[config.mk]
export PLATFORM = sky130hd
export DESIGN_NAME = ps2_kbd_top
export DESIGN_NICKNAME = d
export VERILOG_FILES = /design/src/verilog/kbd_pkg.sv /design/src/verilog/ps2_frame_rx.sv /design/src/verilog/scan_fifo.sv /design/src/verilog/scan_to_ascii.sv /design/src/verilog/kbd_regs.sv /design/src/verilog/ps2_kbd_top.sv
export VERILOG_INCLUDE_DIRS = /design/src /design/src/verilog
export SDC_FILE = /design/constraint.sdc
export NUM_CORES = 1
export LEC_CHECK = 0
export BUFFER_PORTS_ARGS = -buffer_cell sky130_fd_sc_hd__buf_2
export CAP_MARGIN = 20
export CORE_MARGIN = 2
export CORE_UTILIZATION = 30
export DETAILED_ROUTE_END_ITERATION = 16
export SYNTH_ARGS = -nofsm -noshare
export SYNTH_HDL_FRONTEND = slang
export SYNTH_SLANG_ARGS = --single-unit
export TNS_END_PERCENT = 10
[constraint.sdc]
create_clock -name clk -period 4.4 [get_ports clk]
set_input_delay 0.22 -clock clk [delete_from_list [all_inputs] [get_ports clk]]
set_output_delay 0.22 -clock clk [all_outputs]
set_load 0.02 [all_outputs]
[src/verilog/kbd_cfg.svh]
`ifndef KBD_CFG_SVH
`define KBD_CFG_SVH

// Scan-code FIFO address width, depth is 2**AW
`define KBD_FIFO_AW 3

// Host register address width, four registers
`define KBD_REG_AW 2

// Frame-error counter width, saturates at all ones
`define KBD_ERRCNT_W 8

`endif

[src/verilog/kbd_pkg.sv]
`include "kbd_cfg.svh"

package kbd_pkg;

    typedef logic [7:0] scan_code_t;                  // One PS/2 scan-code byte
    typedef logic [7:0] ascii_t;                      // ASCII character
    typedef logic [`KBD_FIFO_AW-1:0] fifo_ptr_t;      // FIFO read/write pointer
    typedef logic [`KBD_REG_AW-1:0] reg_addr_t;       // Host register address
    typedef logic [7:0] reg_data_t;                   // Host register data

    // Receiver FSM
    typedef enum logic [1:0] {
        idle,
        data,
        check
    } rx_state_t;

    // Decoder prefix FSM
    typedef enum logic [1:0] {
        normal,
        after_f0,
        after_e0
    } dec_state_t;

endpackage

[src/verilog/ps2_frame_rx.sv]
module ps2_frame_rx (
    input  logic                clk,
    input  logic                reset,
    input  logic                ps2_clk,
    input  logic                ps2_data,
    input  logic                rx_enable,
    output logic                code_valid,
    output kbd_pkg::scan_code_t code,
    output logic                frame_error
);
    import kbd_pkg::*;

    logic [1:0]  clk_sync;      // Bit 1 is the settled copy
    logic [1:0]  data_sync;
    logic        clk_prev;
    logic        fall;
    logic [10:0] frame;         // Start in bit 0, stop in bit 10 once full
    logic [3:0]  bit_cnt;
    logic        frame_ok;
    rx_state_t   state;

    // Both lines idle high, so reset the synchronizers high to avoid a false edge
    always_ff @(posedge clk) begin
        if (reset) begin
            clk_sync  <= 2'b11;
            data_sync <= 2'b11;
            clk_prev  <= 1'b1;
        end else begin
            clk_sync  <= {clk_sync[0], ps2_clk};
            data_sync <= {data_sync[0], ps2_data};
            clk_prev  <= clk_sync[1];
        end
    end

    assign fall = clk_prev & ~clk_sync[1];   // Keyboard drives data, we sample on fall

    // Start low, odd parity over data and parity bit, stop high
    assign frame_ok = ~frame[0] & (^frame[9:1]) & frame[10];

    always_ff @(posedge clk) begin
        if (reset || !rx_enable) begin
            state       <= idle;
            bit_cnt     <= '0;
            code_valid  <= 1'b0;
            frame_error <= 1'b0;
        end else begin
            code_valid  <= 1'b0;
            frame_error <= 1'b0;
            case (state)
                idle: begin
                    if (fall) begin                 // Start bit
                        bit_cnt <= 4'd1;
                        state   <= data;
                    end
                end
                data: begin
                    if (fall) begin
                        bit_cnt <= bit_cnt + 4'd1;
                        if (bit_cnt == 4'd10) begin // Eleventh bit is the stop bit
                            state <= check;
                        end
                    end
                end
                check: begin
                    code_valid  <= frame_ok;
                    frame_error <= ~frame_ok;
                    state       <= idle;
                end
                default: state <= idle;
            endcase
        end
    end

    // LSB first on the wire, so shift in from the top
    always_ff @(posedge clk) begin
        if (fall && state != check) begin
            frame <= {data_sync[1], frame[10:1]};
        end
        if (state == check) begin
            code <= frame[8:1];
        end
    end

endmodule

[src/verilog/scan_fifo.sv]
`include "kbd_cfg.svh"

module scan_fifo (
    input  logic                clk,
    input  logic                reset,
    input  logic                push,
    input  kbd_pkg::scan_code_t push_data,
    input  logic                pop,
    input  logic                overflow_clear,
    output kbd_pkg::scan_code_t fifo_data,
    output logic                fifo_not_empty,
    output logic                overflow
);
    import kbd_pkg::*;

    localparam int DEPTH = 1 << `KBD_FIFO_AW;

    scan_code_t mem [DEPTH];
    fifo_ptr_t  wr_ptr;
    fifo_ptr_t  rd_ptr;
    logic       full;           // Tells full from empty when pointers match
    logic       push_ok;
    logic       pop_ok;

    assign fifo_not_empty = full || (wr_ptr != rd_ptr);
    assign push_ok        = push && !full;
    assign pop_ok         = pop && fifo_not_empty;
    assign fifo_data      = mem[rd_ptr];   // Head entry, always visible

    always_ff @(posedge clk) begin
        if (push_ok) begin
            mem[wr_ptr] <= push_data;
        end
    end

    always_ff @(posedge clk) begin
        if (reset) begin
            wr_ptr   <= '0;
            rd_ptr   <= '0;
            full     <= 1'b0;
            overflow <= 1'b0;
        end else begin
            if (push_ok) begin
                wr_ptr <= wr_ptr + 1'b1;
            end
            if (pop_ok) begin
                rd_ptr <= rd_ptr + 1'b1;
            end
            if (push_ok && !pop_ok && ((wr_ptr + 1'b1) == rd_ptr)) begin
                full <= 1'b1;
            end else if (pop_ok && !push_ok) begin
                full <= 1'b0;
            end
            if (overflow_clear) begin
                overflow <= 1'b0;
            end
            if (push && full) begin     // Byte dropped, flag stays until cleared
                overflow <= 1'b1;
            end
        end
    end

endmodule

[src/verilog/scan_to_ascii.sv]
module scan_to_ascii (
    input  logic                clk,
    input  logic                reset,
    input  logic                decode_enable,
    input  logic                fifo_not_empty,
    input  kbd_pkg::scan_code_t fifo_data,
    output logic                pop,
    output logic                key_valid,
    output kbd_pkg::ascii_t     key_ascii,
    output logic                key_release,
    output logic                shift_held
);
    import kbd_pkg::*;

    dec_state_t state;
    scan_code_t byte_q;
    logic       byte_vld;
    logic       shift_l;
    logic       shift_r;
    ascii_t     map_ascii;
    logic       map_hit;
    logic       is_release;

    assign shift_held = shift_l | shift_r;
    assign is_release = (state == after_f0);
    assign map_hit    = (map_ascii != 8'h00);

    // Pop is a one-cycle strobe, the FIFO head moves before the next one
    always_ff @(posedge clk) begin
        if (reset) begin
            pop      <= 1'b0;
            byte_vld <= 1'b0;
        end else begin
            pop      <= decode_enable && fifo_not_empty && !pop;
            byte_vld <= pop;
        end
    end

    always_ff @(posedge clk) begin
        if (pop) begin
            byte_q <= fifo_data;
        end
    end

    // Set 2 make codes, lower case letters and digits
    always_comb begin
        map_ascii = 8'h00;
        case (byte_q)
            8'h1C: map_ascii = 8'h61;   // a
            8'h32: map_ascii = 8'h62;
            8'h21: map_ascii = 8'h63;
            8'h23: map_ascii = 8'h64;
            8'h24: map_ascii = 8'h65;
            8'h2B: map_ascii = 8'h66;
            8'h34: map_ascii = 8'h67;
            8'h33: map_ascii = 8'h68;
            8'h43: map_ascii = 8'h69;
            8'h3B: map_ascii = 8'h6A;
            8'h42: map_ascii = 8'h6B;
            8'h4B: map_ascii = 8'h6C;
            8'h3A: map_ascii = 8'h6D;
            8'h31: map_ascii = 8'h6E;
            8'h44: map_ascii = 8'h6F;
            8'h4D: map_ascii = 8'h70;
            8'h15: map_ascii = 8'h71;
            8'h2D: map_ascii = 8'h72;
            8'h1B: map_ascii = 8'h73;
            8'h2C: map_ascii = 8'h74;
            8'h3C: map_ascii = 8'h75;
            8'h2A: map_ascii = 8'h76;
            8'h1D: map_ascii = 8'h77;
            8'h22: map_ascii = 8'h78;
            8'h35: map_ascii = 8'h79;
            8'h1A: map_ascii = 8'h7A;   // z
            8'h45: map_ascii = 8'h30;   // 0
            8'h16: map_ascii = 8'h31;
            8'h1E: map_ascii = 8'h32;
            8'h26: map_ascii = 8'h33;
            8'h25: map_ascii = 8'h34;
            8'h2E: map_ascii = 8'h35;
            8'h36: map_ascii = 8'h36;
            8'h3D: map_ascii = 8'h37;
            8'h3E: map_ascii = 8'h38;
            8'h46: map_ascii = 8'h39;   // 9
            default: map_ascii = 8'h00;
        endcase
    end

    always_ff @(posedge clk) begin
        if (reset) begin
            state       <= normal;
            shift_l     <= 1'b0;
            shift_r     <= 1'b0;
            key_valid   <= 1'b0;
            key_ascii   <= '0;
            key_release <= 1'b0;
        end else begin
            key_valid <= 1'b0;
            if (byte_vld) begin
                case (state)
                    after_e0: begin
                        // Extended break is E0 F0 xx, skip through to the code
                        if (byte_q != 8'hF0) begin
                            state <= normal;
                        end
                    end
                    default: begin
                        if (byte_q == 8'hF0) begin
                            state <= after_f0;
                        end else if (byte_q == 8'hE0) begin
                            state <= after_e0;
                        end else begin
                            state <= normal;
                            if (byte_q == 8'h12) begin          // Left shift
                                shift_l <= !is_release;
                            end else if (byte_q == 8'h59) begin // Right shift
                                shift_r <= !is_release;
                            end else if (map_hit) begin
                                key_valid   <= 1'b1;
                                key_release <= is_release;
                                // Letters have bit 6 set, digits do not
                                key_ascii   <= (shift_held && map_ascii[6]) ?
                                               (map_ascii & 8'hDF) : map_ascii;
                            end
                        end
                    end
                endcase
            end
        end
    end

endmodule

[src/verilog/kbd_regs.sv]
`include "kbd_cfg.svh"

// Register map
//   0  control   bit0 rx_enable, bit1 decode_enable, bit2 clear overflow (W1, self-clearing)
//   1  status    bit0 FIFO not empty, bit1 overflow, bit2 shift held (RO)
//   2  frame-error count, saturating, any write clears
//   3  last make key ASCII (RO)
module kbd_regs (
    input  logic               clk,
    input  logic               reset,
    input  logic               reg_wr,
    input  kbd_pkg::reg_addr_t reg_addr,
    input  kbd_pkg::reg_data_t reg_wdata,
    input  logic               fifo_not_empty,
    input  logic               overflow,
    input  logic               shift_held,
    input  logic               frame_error,
    input  logic               key_valid,
    input  kbd_pkg::ascii_t    key_ascii,
    input  logic               key_release,
    output kbd_pkg::reg_data_t reg_rdata,
    output logic               rx_enable,
    output logic               decode_enable,
    output logic               overflow_clear
);
    import kbd_pkg::*;

    logic [`KBD_ERRCNT_W-1:0] err_cnt;
    ascii_t                   last_key;
    logic                     wr_ctrl;
    logic                     wr_err;

    assign wr_ctrl = reg_wr && (reg_addr == 2'd0);
    assign wr_err  = reg_wr && (reg_addr == 2'd2);

    always_ff @(posedge clk) begin
        if (reset) begin
            rx_enable      <= 1'b0;
            decode_enable  <= 1'b0;
            overflow_clear <= 1'b0;
            err_cnt        <= '0;
            last_key       <= '0;
        end else begin
            overflow_clear <= wr_ctrl && reg_wdata[2];   // One-cycle pulse to the FIFO
            if (wr_ctrl) begin
                rx_enable     <= reg_wdata[0];
                decode_enable <= reg_wdata[1];
            end
            if (wr_err) begin                            // Host clear beats a new error
                err_cnt <= '0;
            end else if (frame_error && err_cnt != '1) begin
                err_cnt <= err_cnt + 1'b1;
            end
            if (key_valid && !key_release) begin
                last_key <= key_ascii;
            end
        end
    end

    always_comb begin
        case (reg_addr)
            2'd0:    reg_rdata = {6'b0, decode_enable, rx_enable};
            2'd1:    reg_rdata = {5'b0, shift_held, overflow, fifo_not_empty};
            2'd2:    reg_rdata = reg_data_t'(err_cnt);
            2'd3:    reg_rdata = last_key;
            default: reg_rdata = '0;
        endcase
    end

endmodule

[src/verilog/ps2_kbd_top.sv]
module ps2_kbd_top (
    input  logic               clk,
    input  logic               reset,
    input  logic               ps2_clk,      // Asynchronous, from the keyboard
    input  logic               ps2_data,     // Asynchronous, from the keyboard
    input  logic               reg_wr,
    input  kbd_pkg::reg_addr_t reg_addr,
    input  kbd_pkg::reg_data_t reg_wdata,
    output kbd_pkg::reg_data_t reg_rdata,
    output logic               key_valid,
    output kbd_pkg::ascii_t    key_ascii,
    output logic               key_release
);
    import kbd_pkg::*;

    logic       code_valid;
    scan_code_t code;
    logic       frame_error;
    scan_code_t fifo_data;
    logic       fifo_not_empty;
    logic       overflow;
    logic       pop;
    logic       shift_held;
    logic       rx_enable;
    logic       decode_enable;
    logic       overflow_clear;

    ps2_frame_rx u_rx (
        .clk         (clk),
        .reset       (reset),
        .ps2_clk     (ps2_clk),
        .ps2_data    (ps2_data),
        .rx_enable   (rx_enable),
        .code_valid  (code_valid),
        .code        (code),
        .frame_error (frame_error)
    );

    scan_fifo u_fifo (
        .clk            (clk),
        .reset          (reset),
        .push           (code_valid),
        .push_data      (code),
        .pop            (pop),
        .overflow_clear (overflow_clear),
        .fifo_data      (fifo_data),
        .fifo_not_empty (fifo_not_empty),
        .overflow       (overflow)
    );

    scan_to_ascii u_dec (
        .clk            (clk),
        .reset          (reset),
        .decode_enable  (decode_enable),
        .fifo_not_empty (fifo_not_empty),
        .fifo_data      (fifo_data),
        .pop            (pop),
        .key_valid      (key_valid),
        .key_ascii      (key_ascii),
        .key_release    (key_release),
        .shift_held     (shift_held)
    );

    kbd_regs u_regs (
        .clk            (clk),
        .reset          (reset),
        .reg_wr         (reg_wr),
        .reg_addr       (reg_addr),
        .reg_wdata      (reg_wdata),
        .fifo_not_empty (fifo_not_empty),
        .overflow       (overflow),
        .shift_held     (shift_held),
        .frame_error    (frame_error),
        .key_valid      (key_valid),
        .key_ascii      (key_ascii),
        .key_release    (key_release),
        .reg_rdata      (reg_rdata),
        .rx_enable      (rx_enable),
        .decode_enable  (decode_enable),
        .overflow_clear (overflow_clear)
    );

endmodule

# After elaboration in Yosys (flattened, before gate mapping)
# Memory sizes are Yosys's and may differ from the RTL's. A register that Yosys moved wholly into a read port is not among the register bits.
# Cells that the tools add are included.
[op_classes] shift=0 multipliers=0 eq_ne=21 muxes=21 bitwise_logic=14 magnitude_cmp=0 add_sub_neg=4 div=0 reduce_logical=40
[op_table] op="8-bit one-hot mux with 4 select lines" n=1
[op_table] op="8-bit == test (second input constant)" n=2
[op_table] op="8-bit inequality test (second input constant)" n=2
[op_table] op="1-bit logical AND" n=15
[op_table] op="2-bit two-way mux" n=7
[op_table] op="1-bit NOT" n=10
[op_table] op="9-bit XOR reduction" n=1
[op_table] op="8-bit by 1-bit adder with 8-bit output (second input constant)" n=1
[op_table] op="2-bit == test (second input constant)" n=4
[op_table] op="8-bit by 5-bit == test with 1-bit output (second input constant)" n=1
[op_table] op="8-bit by 7-bit == test with 1-bit output (second input constant)" n=1
[op_table] op="4-bit two-way mux" n=2
[op_table] op="8-bit two-way mux" n=1
[op_table] op="2-bit by 1-bit inequality test with 1-bit output (second input constant)" n=4
[op_table] op="4-bit one-hot mux with 2 select lines" n=1
[op_table] op="8-bit nonzero test" n=1
[op_table] op="1-bit logical NOT" n=7
[op_table] op="1-bit two-way mux" n=7
[op_table] op="7-bit AND reduction" n=1
[op_table] op="7-bit OR reduction" n=1
[op_table] op="3-bit by 1-bit adder with 3-bit output (second input constant)" n=2
[op_table] op="2-bit by 1-bit == test with 1-bit output (second input constant)" n=3
[op_table] op="6-bit two-way mux" n=1
[op_table] op="3-bit AND reduction" n=2
[op_table] op="15 further kinds" n=22
[word_totals] memories=2 output_inout_bits=18 register_bits=75 latch_bits=0 ram_bits=64 elab_cells=128 romBits=896
[mem_list] memory="(no name shown)" depth=128 width=7 rd=1 rd_ports_with_merged_regs=0 wr=0 line_no="scan_to_ascii.sv:48" text="case (byte_q)"
[mem_list] memory="u_fifo.mem" depth=8 width=8 rd=1 rd_ports_with_merged_regs=1 wr=1 line_no="scan_fifo.sv:18" text="scan_code_t mem [DEPTH];"

# Longest topological paths before layout
[depth] ltp_word=7 depth_mapped=11

# Cells and area by module
# From an unflattened synthesis, not the netlist that was laid out.
[hier_totals] hier_cells=616 hier_area_um2=7548.5
[modules_own_cells] module="scan_fifo" instances=1 area_each_um2=2975.4 seq_area_each_um2=2142.1 cells_each=151
[modules_own_cells] module="scan_to_ascii" instances=1 area_each_um2=2392.3 seq_area_each_um2=680.7 cells_each=284
[modules_own_cells] module="ps2_frame_rx" instances=1 area_each_um2=1171.1 seq_area_each_um2=830.8 cells_each=79
[modules_own_cells] module="kbd_regs" instances=1 area_each_um2=1009.7 seq_area_each_um2=380.4 cells_each=102

# Worst setup path after synthesis
# OpenSTA, ideal clock, no wires.
[synth_path] path_type="register to register" from="register u_dec.byte_q[1] (read register of u_fifo.mem)" to="register u_dec.key_ascii[5]" path_stages_with_launch=11 arrival_ns=2.550 synth_period_minus_slack_ns=2.622 n_path_buf=2 setup_time_ns=0.072 slack_ns=1.778 cell_sequence="edfxtp_1 buf_2 inv_1 ha_1 buf_6 mux4_2 a221oi_2 o31ai_2 nor4b_4 a21o_4 mux2i_1"
[synth_between] elab_chain_len=4
[synth_lines] item="start, declared" line_no="scan_to_ascii.sv:16" text="scan_code_t byte_q;"
[synth_lines] item="memory 128 x 7 bit"
[synth_lines] item="8-bit two-way mux" line_no="scan_to_ascii.sv:48"
[synth_lines] item="8-bit nonzero test / 1-bit logical AND (equally long branches)" line_no="scan_to_ascii.sv:26, scan_to_ascii.sv:122"
[synth_lines] item="7-bit AND reduction (no source line) / 6-bit two-way mux (equally long branches)"
[synth_lines] item="end signal, assigned" line_no="scan_to_ascii.sv:122" text="key_ascii <= (shift_held && map_ascii[6]) ?"
[synth_lines] item="end, declared" line_no="scan_to_ascii.sv:9" text="output kbd_pkg::ascii_t key_ascii,"
# Several ways; a longest one is shown, not always the timed one.
# A chain may end at the register's enable or synchronous reset.

# Worst setup path in the final report
# Same ends and word-level chain as after synthesis.

==> results.ini <==
[power_and_ir_drop]
pwr-share-clk_pct=48.2
intPower_mw=2.25
switching_share_pct=20.8
p_switching_mw=0.593
power_density_nw_per_um2=373
power.total_mw=2.85
sequentialPowerShare_pct=50.6
power_frac_comb_pct=1.2
ir_drop_uv=219
leakagePower_nw=2.59

[die]
fp.dieW_um=153
row_count=54
start_util_pct=30.6
coreArea_um2=21800
fp.dieH_um=153
ios=33
die_area_um2=23500

[synthesis]
yosysSeqAreaShare_pct=57.1
synth.area.top_cells=edfxtp_1 41%, dfxtp_1 16%, mux4_2 6.4%, nor2_1 2.9%, mux2i_1 2.8%
ys_ff_latch=145
synth_top_area_share_pct=40.9
synth.distinct_cells=75
ys_warn_count=0
syn_area_um2=6680
ys_async_sr_fraction_pct=0
ys.flop_type=edfxtp_1
yosys.area.top_type=edfxtp_1
postSynthAreaPerCell_um2=12.5
synthCells=533
syn_nets=560
synth_edf_count=91

[timing]
layout_min_cycle_time_ps=3050
maxSlewHeadroom_pct=36.6
drv_slew=0
min_period_over_period_pct=69.2
worst_pin_slew_ps=947
hold_viol=0
fin_worst_skew_ps=9.76
rsz0062_at_grt=no
setup_ws_ps=1350
max_freq_mhz=328
setup-violations-final=0
holdWs_ps=32.1
final.setup.tns_ps=0

[cells_and_area]
area_delta_synth_final_pct=14.3
final_common_cell=edfxtp_1
fin_util_pct=35.0
drive_above_1_share_pct=19.5
num-nets-final=582
layout_common_cells=91 x edfxtp_1, 54 x dfxtp_1, 51 x nor2_1
final_area_um2=7630
n_antenna_cell=0
final_cells=848

[grt]
antenna_found_initial=0
grt_pass1_vias=4095
grt_pass1_wl_um=21700
globalRouteTotalUtil_pct=11.7
grt_overflow_total=0
grt_max_degree=43

[outcome]
status=finished clean

[setup_path]
cp-end-kind=register
r2r_setup_slack_ps=1350
critPathLaunchType=register
critical_path_class=reg2reg
arrival_ps=3400
crit_required_ps=4750
cp_max_fo=16

[clock_network]
cts_made_buffers=17
clkLatencyLatePin_ps=420
root_buffer=clkbuf_16
cts_tree=yes
clock_path_buffers=2
postCtsHoldBufs=2
cts_setup_buffers=0
cts_resized=0
cts_max_level=4
clk_pin_slew_ps=60
cts_sinks=145

[placement]
dp_cells=814
dp_slack_ps=1400
placed_cell_area_um2=7040
gp_congestion=0.845
dpl.hpwl_um=8970
io_buffer_count=26

[route]
vias=4181
wl_per_cell_um=15.7
drc=0
vias_per_cell=4.93
drtAntennaViolNets=0
drtIter0Drc=203
drt-total-wl_um=13400
firstDrtPassIters=4

[flow_run]
drv_cap=0

[worst_hold_path]
worstHoldPathType=in2reg

-- power groups by stage --
stage                     Clock [mW]  Combinational, mW  Sequential (mW)
after global placement             0             0.0330             1.47
after detailed placement           0             0.0342             1.47
after floorplan                    0             0.0258             1.47
after global routing            1.46             0.0392             1.44
final                           1.37             0.0351             1.44
after CTS                       1.39             0.0357             1.44
-- per-layer routing --
layer  GRT usage, %  part of all wire (%)
met5              0                     0
met4           3.22                   1.3
met3           3.74                   3.6
met2           19.4                    49
met1           14.7                    46
-- worst paths after layout --
| kind | from | to | cells past startpoint |
|---|---|---|---|
| min reg2reg | u_rx.data_sync[1] | u_rx.frame[10] | 0 |
| min | reg_wdata[1] | u_regs.decode_enable | 3 |
| max | u_dec.byte_q[1] | u_dec.key_ascii[5] | 8 |
| max reg2reg | u_dec.byte_q[1] | u_dec.key_ascii[5] | 8 |
-- flip-flops by register name (all words and copies together), names as in the netlist, 3 cells and up --
name / cells
u_fifo.mem: 64
u_fifo.wr_ptr: 3
u_rx.bit_cnt: 4
u_rx.frame: 11
u_regs.err_cnt: 8
u_dec.key_ascii: 7
u_regs.last_key: 7
u_rx.code: 8
u_fifo.rd_ptr: 3
u_dec.byte_q: 8
-- logic make-up after synthesis --
group	synth area share [%]
flops	57.1
buf+inv	3.20
fa+ha+maj	2.25
other cells	0.0561
xor+xnor	3.02
simple gates	13.5
mux	11.1
compound gates	9.78
-- cells in the mapped netlist (6+ instances only) --
cell / count
nand2b_1: 14
mux2i_1: 19
clkbuf_1: 14
dfxtp_1: 54
nand2_1: 23
xor2_1: 12
edfxtp_1: 91
xnor2_1: 11
mux2_2: 9
a21oi_1: 30
o21ai_0: 11
nor2_1: 51
mux4_2: 19
nor2b_1: 18
nand4_1: 6
inv_1: 12
nand3_1: 8
or2_2: 9
buf_2: 9
ha_1: 12
-- cell type report --
cell class	count	area [um^2]
flip-flops and latches	145	3810
clock buffers	19	443
multi-input cells	344	2650
well taps	280	350
clock inverters	13	129
repair buffers	34	195
fillers	2112	14200
inverters	13	48.8
-- critical path, stage by stage, from the launching register on --
cell      delay (ps)
edfxtp_1         670
inv_1            200
ha_1             370
mux4_2           500
a221oi_2         250
o31ai_2          130
nor4b_4          430
a21o_4           230
mux2i_1          200
Power figures use the tool's default switching activity.
